### src/weight_rotator_pkg.sv
package weight_rotator_pkg;

  // one weight per stream beat
  localparam int WORD_WIDTH = 16;

  // header field widths
  localparam int KW2_BITS  = 3;
  localparam int CIN_BITS  = 4;
  localparam int COLS_BITS = 5;
  localparam int SPARE_BITS = WORD_WIDTH - KW2_BITS - CIN_BITS - COLS_BITS;

  // words per bank
  localparam int RAM_DEPTH = 64;

  // a stream beat is either the header or a weight
  typedef union packed {
    logic signed [WORD_WIDTH-1:0] weight;
    struct packed {
      logic [SPARE_BITS-1:0] spare;
      // repeats minus one
      logic [COLS_BITS-1:0]  cols_1;
      // input channels minus one
      logic [CIN_BITS-1:0]   cin_1;
      // kernel width is 2*kw2+1
      logic [KW2_BITS-1:0]   kw2;
    } header;
  } stream_word_u;

endpackage

### src/weight_header_decoder.sv
`timescale 1ns/1ps

module weight_header_decoder import weight_rotator_pkg::*; #(
  parameter int  RAM_DEPTH = weight_rotator_pkg::RAM_DEPTH,
  localparam int ADDR_BITS = $clog2(RAM_DEPTH)
) (
  input  logic                  aclk,
  input  logic                  aresetn,
  input  logic                  i_capture,
  input  logic                  i_wr_bank,
  input  stream_word_u          i_s_data,
  input  logic                  i_rd_bank_sel,
  output logic [ADDR_BITS-1:0]  o_len_last,
  output logic [KW2_BITS-1:0]   o_rd_kw2,
  output logic [CIN_BITS-1:0]   o_rd_cin_1,
  output logic [COLS_BITS-1:0]  o_rd_cols_1
);

  localparam int KW_BITS  = KW2_BITS + 1;
  localparam int CH_BITS  = CIN_BITS + 1;
  localparam int LEN_BITS = KW_BITS + CH_BITS;

  logic [KW_BITS-1:0]  kw;
  logic [CH_BITS-1:0]  ch;
  logic [LEN_BITS-1:0] len;
  logic [LEN_BITS-1:0] len_m1;

  // reference registers, one set per bank
  logic [1:0][KW2_BITS-1:0]  ref_kw2;
  logic [1:0][CIN_BITS-1:0]  ref_cin_1;
  logic [1:0][COLS_BITS-1:0] ref_cols_1;
  logic [1:0][ADDR_BITS-1:0] ref_len_last;

  // words per bank = kw * channels
  assign kw     = {i_s_data.header.kw2, 1'b1};
  assign ch     = CH_BITS'(i_s_data.header.cin_1) + CH_BITS'(1);
  assign len    = kw * ch;
  assign len_m1 = len - LEN_BITS'(1);

  always_ff @(posedge aclk) begin
    if (!aresetn) begin
      ref_kw2      <= '0;
      ref_cin_1    <= '0;
      ref_cols_1   <= '0;
      ref_len_last <= '0;
    end else if (i_capture) begin
      ref_kw2[i_wr_bank]      <= i_s_data.header.kw2;
      ref_cin_1[i_wr_bank]    <= i_s_data.header.cin_1;
      ref_cols_1[i_wr_bank]   <= i_s_data.header.cols_1;
      ref_len_last[i_wr_bank] <= ADDR_BITS'(len_m1);
    end
  end

  assign o_len_last  = ref_len_last[i_wr_bank];

  // fields of the bank under read-out
  assign o_rd_kw2    = ref_kw2[i_rd_bank_sel];
  assign o_rd_cin_1  = ref_cin_1[i_rd_bank_sel];
  assign o_rd_cols_1 = ref_cols_1[i_rd_bank_sel];

endmodule

### src/weight_bank_ram.sv
`timescale 1ns/1ps

module weight_bank_ram import weight_rotator_pkg::*; #(
  parameter int  RAM_DEPTH = weight_rotator_pkg::RAM_DEPTH,
  localparam int ADDR_BITS = $clog2(RAM_DEPTH)
) (
  input  logic                  aclk,
  input  logic                  i_we,
  input  logic                  i_wbank,
  input  logic [ADDR_BITS-1:0]  i_waddr,
  input  logic [WORD_WIDTH-1:0] i_wdata,
  input  logic                  i_re,
  input  logic                  i_rbank,
  input  logic [ADDR_BITS-1:0]  i_raddr,
  output logic [WORD_WIDTH-1:0] o_rdata
);

  // both banks in one array, bank select is the top address bit
  logic [WORD_WIDTH-1:0] mem [2*RAM_DEPTH];

  always_ff @(posedge aclk) begin
    if (i_we) begin
      mem[{i_wbank, i_waddr}] <= i_wdata;
    end
  end

  // registered read, holds when not enabled
  always_ff @(posedge aclk) begin
    if (i_re) begin
      o_rdata <= mem[{i_rbank, i_raddr}];
    end
  end

endmodule

### src/weight_bank_writer.sv
`timescale 1ns/1ps

module weight_bank_writer import weight_rotator_pkg::*; #(
  parameter int  RAM_DEPTH = weight_rotator_pkg::RAM_DEPTH,
  localparam int ADDR_BITS = $clog2(RAM_DEPTH)
) (
  input  logic                  aclk,
  input  logic                  aresetn,
  input  logic                  i_s_valid,
  input  logic                  i_s_last,
  input  stream_word_u          i_s_data,
  input  logic [ADDR_BITS-1:0]  i_len_last,
  input  logic [1:0]            i_free,
  output logic                  o_s_ready,
  output logic                  o_capture,
  output logic                  o_wr_bank,
  output logic                  o_we,
  output logic [ADDR_BITS-1:0]  o_waddr,
  output logic                  o_wbank,
  output logic [WORD_WIDTH-1:0] o_wdata,
  output logic [1:0]            o_full
);

  typedef enum logic [1:0] {
    W_IDLE,
    W_HEADER,
    W_WRITE,
    W_SWITCH
  } wr_state_e;

  wr_state_e            state;
  logic                 wr_bank;
  logic [ADDR_BITS-1:0] waddr;
  logic [1:0]           full;
  logic                 s_hs;

  assign o_s_ready = (state == W_HEADER) || (state == W_WRITE);
  assign s_hs      = i_s_valid && o_s_ready;

  always_ff @(posedge aclk) begin
    if (!aresetn) begin
      state   <= W_IDLE;
      wr_bank <= 1'b0;
      waddr   <= '0;
      full    <= '0;
    end else begin
      case (state)
        // wait until the reader has released this bank
        W_IDLE: begin
          if (i_free[wr_bank]) begin
            full[wr_bank] <= 1'b0;
            state         <= W_HEADER;
          end
        end
        W_HEADER: begin
          if (s_hs) begin
            waddr <= '0;
            state <= W_WRITE;
          end
        end
        W_WRITE: begin
          if (s_hs) begin
            // stays on the last slot if the stream runs long
            if (waddr != i_len_last) begin
              waddr <= waddr + 1'b1;
            end
            if (i_s_last) begin
              state <= W_SWITCH;
            end
          end
        end
        W_SWITCH: begin
          full[wr_bank] <= 1'b1;
          wr_bank       <= !wr_bank;
          state         <= W_IDLE;
        end
        default: state <= W_IDLE;
      endcase
    end
  end

  assign o_capture = (state == W_HEADER) && i_s_valid;
  assign o_we      = (state == W_WRITE) && i_s_valid;
  assign o_waddr   = waddr;
  assign o_wbank   = wr_bank;
  assign o_wr_bank = wr_bank;
  assign o_wdata   = i_s_data.weight;
  assign o_full    = full;

endmodule

### src/weight_rotation_reader.sv
`timescale 1ns/1ps

module weight_rotation_reader import weight_rotator_pkg::*; #(
  parameter int  RAM_DEPTH = weight_rotator_pkg::RAM_DEPTH,
  localparam int ADDR_BITS = $clog2(RAM_DEPTH)
) (
  input  logic                  aclk,
  input  logic                  aresetn,
  input  logic [1:0]            i_full,
  input  logic [KW2_BITS-1:0]   i_kw2,
  input  logic [CIN_BITS-1:0]   i_cin_1,
  input  logic [COLS_BITS-1:0]  i_cols_1,
  input  logic [WORD_WIDTH-1:0] i_rdata,
  input  logic                  i_m_ready,
  output logic [1:0]            o_free,
  output logic                  o_rd_bank_sel,
  output logic                  o_re,
  output logic [ADDR_BITS-1:0]  o_raddr,
  output logic                  o_rbank,
  output logic                  o_m_valid,
  output logic [WORD_WIDTH-1:0] o_m_data,
  output logic                  o_m_last,
  output logic                  o_m_first,
  output logic                  o_m_cin_last,
  output logic                  o_m_w_last
);

  localparam int KW_BITS = KW2_BITS + 1;

  typedef enum logic [1:0] {
    R_IDLE,
    R_READ,
    R_SWITCH
  } rd_state_e;

  rd_state_e             state;
  logic                  rd_bank;
  logic [1:0]            free;
  logic [KW_BITS-1:0]    c_kw;
  logic [CIN_BITS-1:0]   c_cin;
  logic [COLS_BITS-1:0]  c_cols;
  logic [ADDR_BITS-1:0]  raddr;
  logic                  issued_all;
  logic                  kw_last;
  logic                  cin_last;
  logic                  cols_last;
  logic                  advance;
  logic                  issue;

  // RAM stage and output register
  logic                  s1_valid;
  logic                  s1_first;
  logic                  s1_cin_last;
  logic                  s1_w_last;
  logic                  s1_last;
  logic                  m_valid;
  logic [WORD_WIDTH-1:0] m_data;
  logic                  m_first;
  logic                  m_cin_last;
  logic                  m_w_last;
  logic                  m_last;

  assign kw_last   = (c_kw == {i_kw2, 1'b0});
  assign cin_last  = (c_cin == i_cin_1);
  assign cols_last = (c_cols == i_cols_1);

  // pipeline moves when the output register is empty or taken
  assign advance = !m_valid || i_m_ready;
  assign issue   = advance && (((state == R_IDLE) && i_full[rd_bank]) ||
                               ((state == R_READ) && !issued_all));

  always_ff @(posedge aclk) begin
    if (!aresetn) begin
      state      <= R_IDLE;
      rd_bank    <= 1'b0;
      free       <= 2'b11;
      c_kw       <= '0;
      c_cin      <= '0;
      c_cols     <= '0;
      raddr      <= '0;
      issued_all <= 1'b0;
    end else begin
      case (state)
        R_IDLE: begin
          if (issue) begin
            free[rd_bank] <= 1'b0;
            state         <= R_READ;
          end
        end
        R_READ: begin
          if (m_valid && i_m_ready && m_last) begin
            state <= R_SWITCH;
          end
        end
        R_SWITCH: begin
          free[rd_bank] <= 1'b1;
          rd_bank       <= !rd_bank;
          issued_all    <= 1'b0;
          state         <= R_IDLE;
        end
        default: state <= R_IDLE;
      endcase

      // kw fastest, then channel, then repeat
      // all counters wrap back to zero after the final read
      if (issue) begin
        if (kw_last) begin
          c_kw <= '0;
          if (cin_last) begin
            c_cin <= '0;
            raddr <= '0;
            if (cols_last) begin
              c_cols     <= '0;
              issued_all <= 1'b1;
            end else begin
              c_cols <= c_cols + 1'b1;
            end
          end else begin
            c_cin <= c_cin + 1'b1;
            raddr <= raddr + 1'b1;
          end
        end else begin
          c_kw  <= c_kw + 1'b1;
          raddr <= raddr + 1'b1;
        end
      end
    end
  end

  always_ff @(posedge aclk) begin
    if (!aresetn) begin
      s1_valid <= 1'b0;
      m_valid  <= 1'b0;
    end else if (advance) begin
      s1_valid <= issue;
      m_valid  <= s1_valid;
    end
  end

  // flags follow the word through the RAM stage
  always_ff @(posedge aclk) begin
    if (issue) begin
      s1_first    <= (c_kw == '0) && (c_cin == '0) && (c_cols == '0);
      s1_cin_last <= kw_last && cin_last;
      s1_w_last   <= cols_last;
      s1_last     <= kw_last && cin_last && cols_last;
    end
    if (advance) begin
      m_data     <= i_rdata;
      m_first    <= s1_first;
      m_cin_last <= s1_cin_last;
      m_w_last   <= s1_w_last;
      m_last     <= s1_last;
    end
  end

  assign o_free        = free;
  assign o_rd_bank_sel = rd_bank;
  assign o_re          = issue;
  assign o_raddr       = raddr;
  assign o_rbank       = rd_bank;
  assign o_m_valid     = m_valid;
  assign o_m_data      = m_data;
  assign o_m_first     = m_first;
  assign o_m_cin_last  = m_cin_last;
  assign o_m_w_last    = m_w_last;
  assign o_m_last      = m_last;

endmodule

### src/weight_rotator.sv
`timescale 1ns/1ps

module weight_rotator import weight_rotator_pkg::*; #(
  parameter int  RAM_DEPTH = weight_rotator_pkg::RAM_DEPTH,
  localparam int ADDR_BITS = $clog2(RAM_DEPTH)
) (
  input  logic                  aclk,
  input  logic                  aresetn,
  input  logic                  i_s_valid,
  output logic                  o_s_ready,
  input  logic [WORD_WIDTH-1:0] i_s_data,
  input  logic                  i_s_last,
  output logic                  o_m_valid,
  input  logic                  i_m_ready,
  output logic [WORD_WIDTH-1:0] o_m_data,
  output logic                  o_m_last,
  output logic                  o_m_first,
  output logic                  o_m_cin_last,
  output logic                  o_m_w_last
);

  logic                  capture;
  logic                  wr_bank;
  logic [ADDR_BITS-1:0]  len_last;
  logic                  we;
  logic [ADDR_BITS-1:0]  waddr;
  logic                  wbank;
  logic [WORD_WIDTH-1:0] wdata;
  logic [1:0]            full;
  logic [1:0]            free;
  logic                  re;
  logic [ADDR_BITS-1:0]  raddr;
  logic                  rbank;
  logic [WORD_WIDTH-1:0] rdata;
  logic                  rd_bank_sel;
  logic [KW2_BITS-1:0]   rd_kw2;
  logic [CIN_BITS-1:0]   rd_cin_1;
  logic [COLS_BITS-1:0]  rd_cols_1;

  weight_header_decoder #(.RAM_DEPTH(RAM_DEPTH)) u_decoder (
    .aclk          (aclk),
    .aresetn       (aresetn),
    .i_capture     (capture),
    .i_wr_bank     (wr_bank),
    .i_s_data      (i_s_data),
    .i_rd_bank_sel (rd_bank_sel),
    .o_len_last    (len_last),
    .o_rd_kw2      (rd_kw2),
    .o_rd_cin_1    (rd_cin_1),
    .o_rd_cols_1   (rd_cols_1)
  );

  weight_bank_writer #(.RAM_DEPTH(RAM_DEPTH)) u_writer (
    .aclk       (aclk),
    .aresetn    (aresetn),
    .i_s_valid  (i_s_valid),
    .i_s_last   (i_s_last),
    .i_s_data   (i_s_data),
    .i_len_last (len_last),
    .i_free     (free),
    .o_s_ready  (o_s_ready),
    .o_capture  (capture),
    .o_wr_bank  (wr_bank),
    .o_we       (we),
    .o_waddr    (waddr),
    .o_wbank    (wbank),
    .o_wdata    (wdata),
    .o_full     (full)
  );

  weight_bank_ram #(.RAM_DEPTH(RAM_DEPTH)) u_ram (
    .aclk    (aclk),
    .i_we    (we),
    .i_wbank (wbank),
    .i_waddr (waddr),
    .i_wdata (wdata),
    .i_re    (re),
    .i_rbank (rbank),
    .i_raddr (raddr),
    .o_rdata (rdata)
  );

  weight_rotation_reader #(.RAM_DEPTH(RAM_DEPTH)) u_reader (
    .aclk          (aclk),
    .aresetn       (aresetn),
    .i_full        (full),
    .i_kw2         (rd_kw2),
    .i_cin_1       (rd_cin_1),
    .i_cols_1      (rd_cols_1),
    .i_rdata       (rdata),
    .i_m_ready     (i_m_ready),
    .o_free        (free),
    .o_rd_bank_sel (rd_bank_sel),
    .o_re          (re),
    .o_raddr       (raddr),
    .o_rbank       (rbank),
    .o_m_valid     (o_m_valid),
    .o_m_data      (o_m_data),
    .o_m_last      (o_m_last),
    .o_m_first     (o_m_first),
    .o_m_cin_last  (o_m_cin_last),
    .o_m_w_last    (o_m_w_last)
  );

endmodule

### config.mk
export PLATFORM = sky130hd
export DESIGN_NAME = weight_rotator
export DESIGN_NICKNAME = d
export VERILOG_FILES = /design/src/weight_rotator_pkg.sv /design/src/weight_header_decoder.sv /design/src/weight_bank_ram.sv /design/src/weight_bank_writer.sv /design/src/weight_rotation_reader.sv /design/src/weight_rotator.sv
export SDC_FILE = /design/constraint.sdc
export NUM_CORES = 2
export LEC_CHECK = 0
export CORE_MARGIN = 2
export CORE_UTILIZATION = 35
export CTS_CLUSTER_DIAMETER = 30
export DETAILED_ROUTE_END_ITERATION = 6
export DONT_BUFFER_PORTS = 1
export RECOVER_POWER = 100
export REMOVE_ABC_BUFFERS = 1
export SLEW_MARGIN = 0
export SYNTH_ARGS = -nofsm -noshare
export SYNTH_HDL_FRONTEND = slang
export SYNTH_SLANG_ARGS = --single-unit
### constraint.sdc
create_clock -name aclk -period 7.7 [get_ports aclk]
set_clock_uncertainty 0.15 [all_clocks]
set_input_delay 1.54 -clock aclk [delete_from_list [all_inputs] [get_ports aclk]]
set_output_delay 1.54 -clock aclk [all_outputs]
set_load 0.1 [all_outputs]
After elaboration in Yosys (flattened, before gate mapping)
Memories as Yosys holds them, arrays and structs flattened. A register that Yosys moved wholly into a read port is not among the register bits.
Cells that the tools add are included.
{"block": "totals", "regBits": 98, "ram_bits": 2048, "inputBits": 21, "output_inout_bits": 22, "wordCells": 158, "memories": 1}
{"memory": "u_ram.mem", "depth": 128, "width": 16, "rd": 1, "rd_ports_with_merged_regs": 1, "write_ports": 1, "line_no": "weight_bank_ram.sv:19", "source": "logic [WORD_WIDTH-1:0] mem [2*RAM_DEPTH];"}
{"block": "classes", "add_sub_neg": 7, "multipliers": 1, "order_cmp": 4, "n_eq_ne": 16, "muxes": 56, "n_bitwise": 6, "n_reduce_logical": 36}
{"cell": "$mux 6", "count": 8}
{"cell": "$mux 4", "count": 5}
{"cell": "$mux 5", "count": 4}
{"cell": "$mux 2", "count": 8}
{"cell": "$logic_and 1x1->1", "count": 14}
{"cell": "$mux 1", "count": 13}
{"cell": "$add 6x1->6 const B", "count": 2}
{"cell": "$bwmux 12", "count": 1}
{"cell": "$pmux 2 s2", "count": 3}
{"cell": "$pmux 6 s2", "count": 1}
{"cell": "$bwmux 10", "count": 1}
{"cell": "$mux 3", "count": 3}
{"cell": "$add 4x1->4 const B", "count": 2}
{"cell": "$bwmux 8", "count": 1}
{"cell": "$eq 4x4->1", "count": 2}
{"cell": "$logic_not 4->1", "count": 2}
{"cell": "$ne 2x2->1 const B", "count": 4}
{"cell": "$pmux 2 s4", "count": 1}
{"cell": "$reduce_and 2->1", "count": 4}
{"cell": "$reduce_and 4->1", "count": 2}
{"cell": "$bwmux 6", "count": 1}
{"cell": "$demux 6 s1", "count": 1}
{"cell": "$eq 2x2->1 const B", "count": 3}
{"cell": "$mul 4x5->6", "count": 1}
{"cell": "other kinds (22)", "count": 39}

Logic depth before layout (Yosys ltp)
{"block": "depth", "word_depth": 8, "depth_mapped": 14, "mapped_depth_nobuf": 14}

By module
A second synthesis with hierarchy kept.
{"block": "hier_totals", "cells_unflattened": 3604, "area_unflattened_um2": 83632.7}
{"module": "weight_bank_ram", "n_inst": 1, "cells_each": 3086, "area_each_um2": 78683.0, "seq_area_each_um2": 61979.4}
{"module": "weight_rotation_reader", "n_inst": 1, "cells_each": 190, "area_each_um2": 2177.1, "seq_area_each_um2": 1261.2}
{"module": "weight_header_decoder", "n_inst": 1, "cells_each": 221, "area_each_um2": 1916.8, "seq_area_each_um2": 680.7}
{"module": "weight_bank_writer", "n_inst": 1, "cells_each": 107, "area_each_um2": 855.8, "seq_area_each_um2": 220.2}

Worst setup path after synthesis
Ideal clock, no wire load.
{"block": "synth_path", "path_kind": "input to register", "startpoint": "input port i_s_data[3]", "endpoint": "register u_decoder.ref_len_last[11] (netlist bit)", "setup_time_ns": 0.132, "arrival_time_ns": 4.297, "required_ns": 7.418, "slack_ns": 3.121, "cell_stages": 14, "n_path_buf": 0, "cell_sequence": "ha_1 xor2_1 nand2_1 ha_1 inv_1 fa_1 inv_1 fa_1 inv_1 ha_1 a21oi_1 xnor3_1 nand2_1 a21oi_1"}
{"block": "synth_via", "elab_chain_cells": 4}
{"element": "start, declared", "line_no": "weight_rotator.sv:11", "source": "input logic [WORD_WIDTH-1:0] i_s_data,"}
{"element": "$add 4x1->5", "line_no": "weight_header_decoder.sv:36", "source": "assign ch = CH_BITS'(i_s_data.header.cin_1) + CH_BITS'(1);"}
{"element": "$mul 4x5->6", "line_no": "weight_header_decoder.sv:37", "source": "assign len = kw * ch;"}
{"element": "$sub 6x1->6", "line_no": "weight_header_decoder.sv:38", "source": "assign len_m1 = len - LEN_BITS'(1);"}
{"element": "$bwmux 12", "line_no": "weight_header_decoder.sv:50", "source": "ref_len_last[i_wr_bank] <= ADDR_BITS'(len_m1);"}
{"element": "end signal, assigned by index", "line_no": "weight_header_decoder.sv:50"}
{"element": "end, declared", "line_no": "weight_header_decoder.sv:32", "source": "logic [1:0][ADDR_BITS-1:0] ref_len_last;"}
Every way passes these cells.
A chain may end at the register's enable or synchronous reset.

==> flow_results.xml <==
<?xml version="1.0" encoding="UTF-8"?>
<metrics>
  <group name="route">
    <metric name="via_per_inst" unit="">5.43</metric>
    <metric name="wl_per_cell" unit="um">28.1</metric>
    <metric name="routed_wirelength" unit="mm">224</metric>
    <metric name="drc" unit="">0</metric>
    <metric name="firstDrtPassIters" unit="">5</metric>
    <metric name="dr_total_vias" unit="">43400</metric>
    <metric name="detailedRoute.firstIterationViolations" unit="">5015</metric>
    <metric name="ant_nets" unit="">0</metric>
  </group>
  <group name="synth">
    <metric name="synth_top_cell_by_area" unit="">edfxtp_1</metric>
    <metric name="synthDistinctLibCells" unit="">70</metric>
    <metric name="fraction_of_post_synthesis_cell_area_in_the_top_cell_type_by_area" unit="%">74.4</metric>
    <metric name="synth_most_common_cell" unit="">edfxtp_1</metric>
    <metric name="dominantRegCellSynth" unit="">edfxtp_1</metric>
    <metric name="yosysWarningCount" unit="">0</metric>
    <metric name="synth_commonest_cells" unit="">edfxtp_1 (2088), mux4_2 (513), nand2_1 (221), nor2_1 (198), mux2i_1 (170)</metric>
    <metric name="synth_cells" unit="">4058</metric>
    <metric name="post_synthesis_average_cell_area" unit="um^2">20.8</metric>
    <metric name="yosysSeqAreaShare" unit="%">76.1</metric>
    <metric name="ys_async_sr_fraction" unit="%">0</metric>
    <metric name="synth-edff-count" unit="">2088</metric>
    <metric name="synth.area.top_cells" unit="">edfxtp_1 (74%), mux4_2 (14%), mux2i_1 (2.0%), dfxtp_1 (1.7%), nand2_1 (0.98%)</metric>
    <metric name="post_synth_instance_area" unit="mm^2">0.0843</metric>
    <metric name="synth.ff_latch_count" unit="">2160</metric>
  </group>
  <group name="run_status">
    <metric name="status" unit="">finished with violations</metric>
    <metric name="violations_in_the_final_reports" unit="">max-capacitance violations, max-slew violations</metric>
  </group>
  <group name="worst_setup_path">
    <metric name="r2r.worst_path.cells" unit="">7</metric>
    <metric name="crit_path_capture_type" unit="">flip-flop</metric>
    <metric name="cp_cell_sequence" unit="">clkbuf_1 -&gt; mux4_2 -&gt; nand2_1 -&gt; and3_1 -&gt; a211oi_1 -&gt; o21ai_0 -&gt; a32oi_1</metric>
    <metric name="cpMaxStageDelayCell" unit="">clkbuf_1</metric>
    <metric name="crit-reg2reg-capture" unit="">u_ram.o_rdata[11]$_DFFE_PP_</metric>
    <metric name="cp.required" unit="ns">8.30</metric>
    <metric name="critical_path_peak_fanout" unit="">46</metric>
    <metric name="critical_path.max_stage_delay" unit="ns">2.31</metric>
    <metric name="r2r_start" unit="">u_reader.o_raddr[1]$_SDFFE_PN0P_</metric>
    <metric name="timing_worst_setup_path_type" unit="">flip-flop to flip-flop</metric>
    <metric name="r2r_slack" unit="ns">1.86</metric>
    <metric name="crit_arrival" unit="ns">6.44</metric>
    <metric name="startpoint_type_of_the_worst_setup_path" unit="">flip-flop</metric>
  </group>
  <group name="global_routing">
    <metric name="maximum_number_of_pins_on_one_net_before_global_route_repair" unit="">136</metric>
    <metric name="grt_pass1_vias" unit="">43800</metric>
    <metric name="globalRoute.totalOverflow" unit="">0</metric>
    <metric name="antenna_found_initial" unit="">7</metric>
    <metric name="grt_pass1_wl" unit="mm">321</metric>
    <metric name="globalRouteTotalUtil" unit="%">18.1</metric>
  </group>
  <group name="clocking">
    <metric name="clk_pin_slew_worst_paths" unit="ns">0.05</metric>
    <metric name="cts.root.buffer_cell" unit="">clkbuf_16</metric>
    <metric name="clkLatencyLatePin" unit="ns">0.97</metric>
    <metric name="clock_path_buffers" unit="">4</metric>
    <metric name="cts_tree" unit="">built</metric>
    <metric name="cts_inserted_buffers" unit="">435</metric>
    <metric name="clock_sink_count" unit="">2160</metric>
    <metric name="post-cts-setup-buffers" unit="">0</metric>
    <metric name="cts.repair.resized" unit="">0</metric>
    <metric name="cts_hold_buffers" unit="">0</metric>
    <metric name="clock_tree.htree_level_count" unit="">5</metric>
  </group>
  <group name="sta">
    <metric name="worst-slew-pin-transition" unit="ns">3.21</metric>
    <metric name="slew_headroom" unit="%">-114</metric>
    <metric name="final.min_clock_period" unit="ns">5.84</metric>
    <metric name="hold_violations" unit="">0</metric>
    <metric name="timing.fmax" unit="GHz">0.171</metric>
    <metric name="post-route-worst-setup-slack" unit="ns">1.86</metric>
    <metric name="rsz0062_at_grt" unit="">false</metric>
    <metric name="final-max-slew-violation-count" unit="">651</metric>
    <metric name="post-route-period-util" unit="%">75.9</metric>
    <metric name="timing.final.setup_violations" unit="">0</metric>
  </group>
  <group name="flow_run">
    <metric name="max_cap_violations" unit="">34</metric>
  </group>
  <group name="placed_design">
    <metric name="finalWeightedCongestion" unit="">0.798</metric>
    <metric name="post_place_cells" unit="">7185</metric>
    <metric name="dpl.hpwl" unit="mm">122</metric>
    <metric name="dp_worst_setup_slack" unit="ns">2.66</metric>
    <metric name="numPortBuffers" unit="">0</metric>
  </group>
  <group name="pwr">
    <metric name="power_density" unit="mW/mm^2">328</metric>
    <metric name="p_leak" unit="nW">32.1</metric>
    <metric name="max-vdd-ir-drop" unit="mV">0.260</metric>
  </group>
  <group name="min_path">
    <metric name="endpoint_of_the_worst_hold_timing_path" unit="">u_reader.o_m_first$_DFFE_PP_</metric>
    <metric name="hold_depth" unit="">0</metric>
    <metric name="timing.hold.worst.class" unit="">flip-flop to flip-flop</metric>
    <metric name="timing.hold.worst.start" unit="">u_reader.s1_first$_DFFE_PP_</metric>
  </group>
  <group name="final_layout">
    <metric name="n_fill_cell" unit="">20600</metric>
    <metric name="post_route_non_filler_standard_cell_count" unit="">7979</metric>
    <metric name="flow.area_growth_from_synthesis" unit="%">21.5</metric>
    <metric name="final_design_utilization" unit="%">42.7</metric>
    <metric name="num-nets-final" unit="">4485</metric>
    <metric name="drive_gt1_share" unit="%">27.3</metric>
  </group>
  <group name="die">
    <metric name="ios" unit="">43</metric>
    <metric name="die_x" unit="um">495</metric>
    <metric name="floorplan.initialDensity" unit="%">35.1</metric>
    <metric name="design.core.area" unit="mm^2">0.240</metric>
    <metric name="row_count" unit="">180</metric>
    <metric name="dieArea" unit="mm^2">0.245</metric>
    <metric name="die-height" unit="um">495</metric>
  </group>
</metrics>
registers in the layout, summed over array words and instances (netlist names), 2 cells and up, named ones only:
| name | flops |
|---|---|
| u_decoder.ref_kw2 | 6 |
| u_reader.c_cin | 4 |
| u_reader.c_kw | 4 |
| u_decoder.ref_cin_1 | 6 |
| u_reader.c_cols | 5 |
| u_decoder.ref_cols_1 | 10 |
| u_reader.o_raddr | 6 |
| u_ram.mem | 2048 |
| u_writer.state | 2 |
| u_decoder.ref_len_last | 12 |
| u_reader.o_m_data | 16 |
| u_reader.state | 2 |
| u_ram.o_rdata | 16 |
| u_writer.o_waddr | 6 |
cell type report:
class / instances / area, um^2 / share of cell area [%]
repair buffers: 164 / 903 / 0.883
well taps: 3185 / 3990 / 3.89
inverters: 42 / 166 / 0.163
multi-input cells: 1634 / 18800 / 18.3
clock inverters: 285 / 3010 / 2.94
flip-flops and latches: 2160 / 64200 / 62.7
diodes: 6 / 15.0 / 0.0147
clock buffers: 503 / 11300 / 11.1
routing by layer:
metal  global-route usage, %  routed length (um)  vias up  part of all wire, %
li1                        -                   -    17700                    -
met3                    4.30               18700      387                  8.3
met1                    24.9               92500    23300                   41
met4                    6.07                6680        6                  3.0
met5                       0                  46        -                0.021
met2                    28.4              106000     1953                   47
where the power goes:
group / internal (W) / switching, W
clock network: 0.0122 / 0.00601
logic: 0.000928 / 0.00109
registers: 0.0131 / 0.000338
cells by family (layout without fill, tap and decap cells):
logic type | count (synthesis) | in the layout | synth area share, %
AOI/OAI and AO/OA | 303 | 303 | 2.35
xor gates and xnor gates | 39 | 39 | 0.422
adders and majority gates | 27 | 27 | 0.454
buffers and inverters | 264 | 994 | 1.67
DFF | 2160 | 2160 | 76.1
muxes | 714 | 714 | 16.1
other | 0 | 6 | 0
and+or+nand+nor | 551 | 551 | 2.83
how the worst max path moves through the flow:
stage,end,from,depth (start not counted),slack (ns)
floorplan,u_ram.o_rdata[14]$_DFFE_PP_,u_reader.o_raddr[0]$_SDFFE_PN0P_,6,-21.69
global placement,u_decoder.ref_len_last[11]$_SDFFE_PN0P_,i_s_data[3],14,2.65
detailed placement,u_decoder.ref_len_last[11]$_SDFFE_PN0P_,i_s_data[3],14,2.66
CTS,u_ram.o_rdata[6]$_DFFE_PP_,u_reader.o_raddr[0]$_SDFFE_PN0P_,8,3.37
global route,u_reader.c_cols[4]$_SDFFE_PN0P_,u_reader.o_rbank$_SDFFE_PN0P_,7,1.64
finish,u_ram.o_rdata[11]$_DFFE_PP_,u_reader.o_raddr[1]$_SDFFE_PN0P_,7,1.86
layout by cell type, fill, tap and decap left out, types with 26 or more instances in the layout:
cell	count
a21oi_1	104
buf_4	33
bufinv_16	51
clkbuf_1	175
clkbuf_16	441
clkinv_1	61
clkinv_2	77
clkinv_4	28
clkinvlp_4	37
dfxtp_1	67
edfxtp_1	2088
inv_1	35
inv_6	26
mux2_2	31
mux2i_1	170
mux4_2	513
nand2_1	221
nand3_1	38
nor2_1	171
nor2_2	27
o21ai_0	45
xnor2_1	26
per-stage QoR:
stage          setup TNS (ns)  hold WS [ns]  power (W)  instance area (um^2)
4_1_cts                     0         0.265     0.0339                103000
3_3_place_gp                0         0.256     0.0156                 88500
6_report                    0         0.264     0.0336                102000
5_1_grt                     0         0.275     0.0346                102000
2_1_floorplan         -436.87         0.250     0.0160                 83000
3_5_place_dp                0         0.258     0.0157                 88500
worst max-delay path: cells and delay by family, from the launching register on:
kind	cells	cell delay (ns)
compound gates	3	1.28
buf+inv	1	2.31
flops	1	0.86
mux	1	0.63
simple gates	2	0.32
Power figures use the tool's default switching activity.
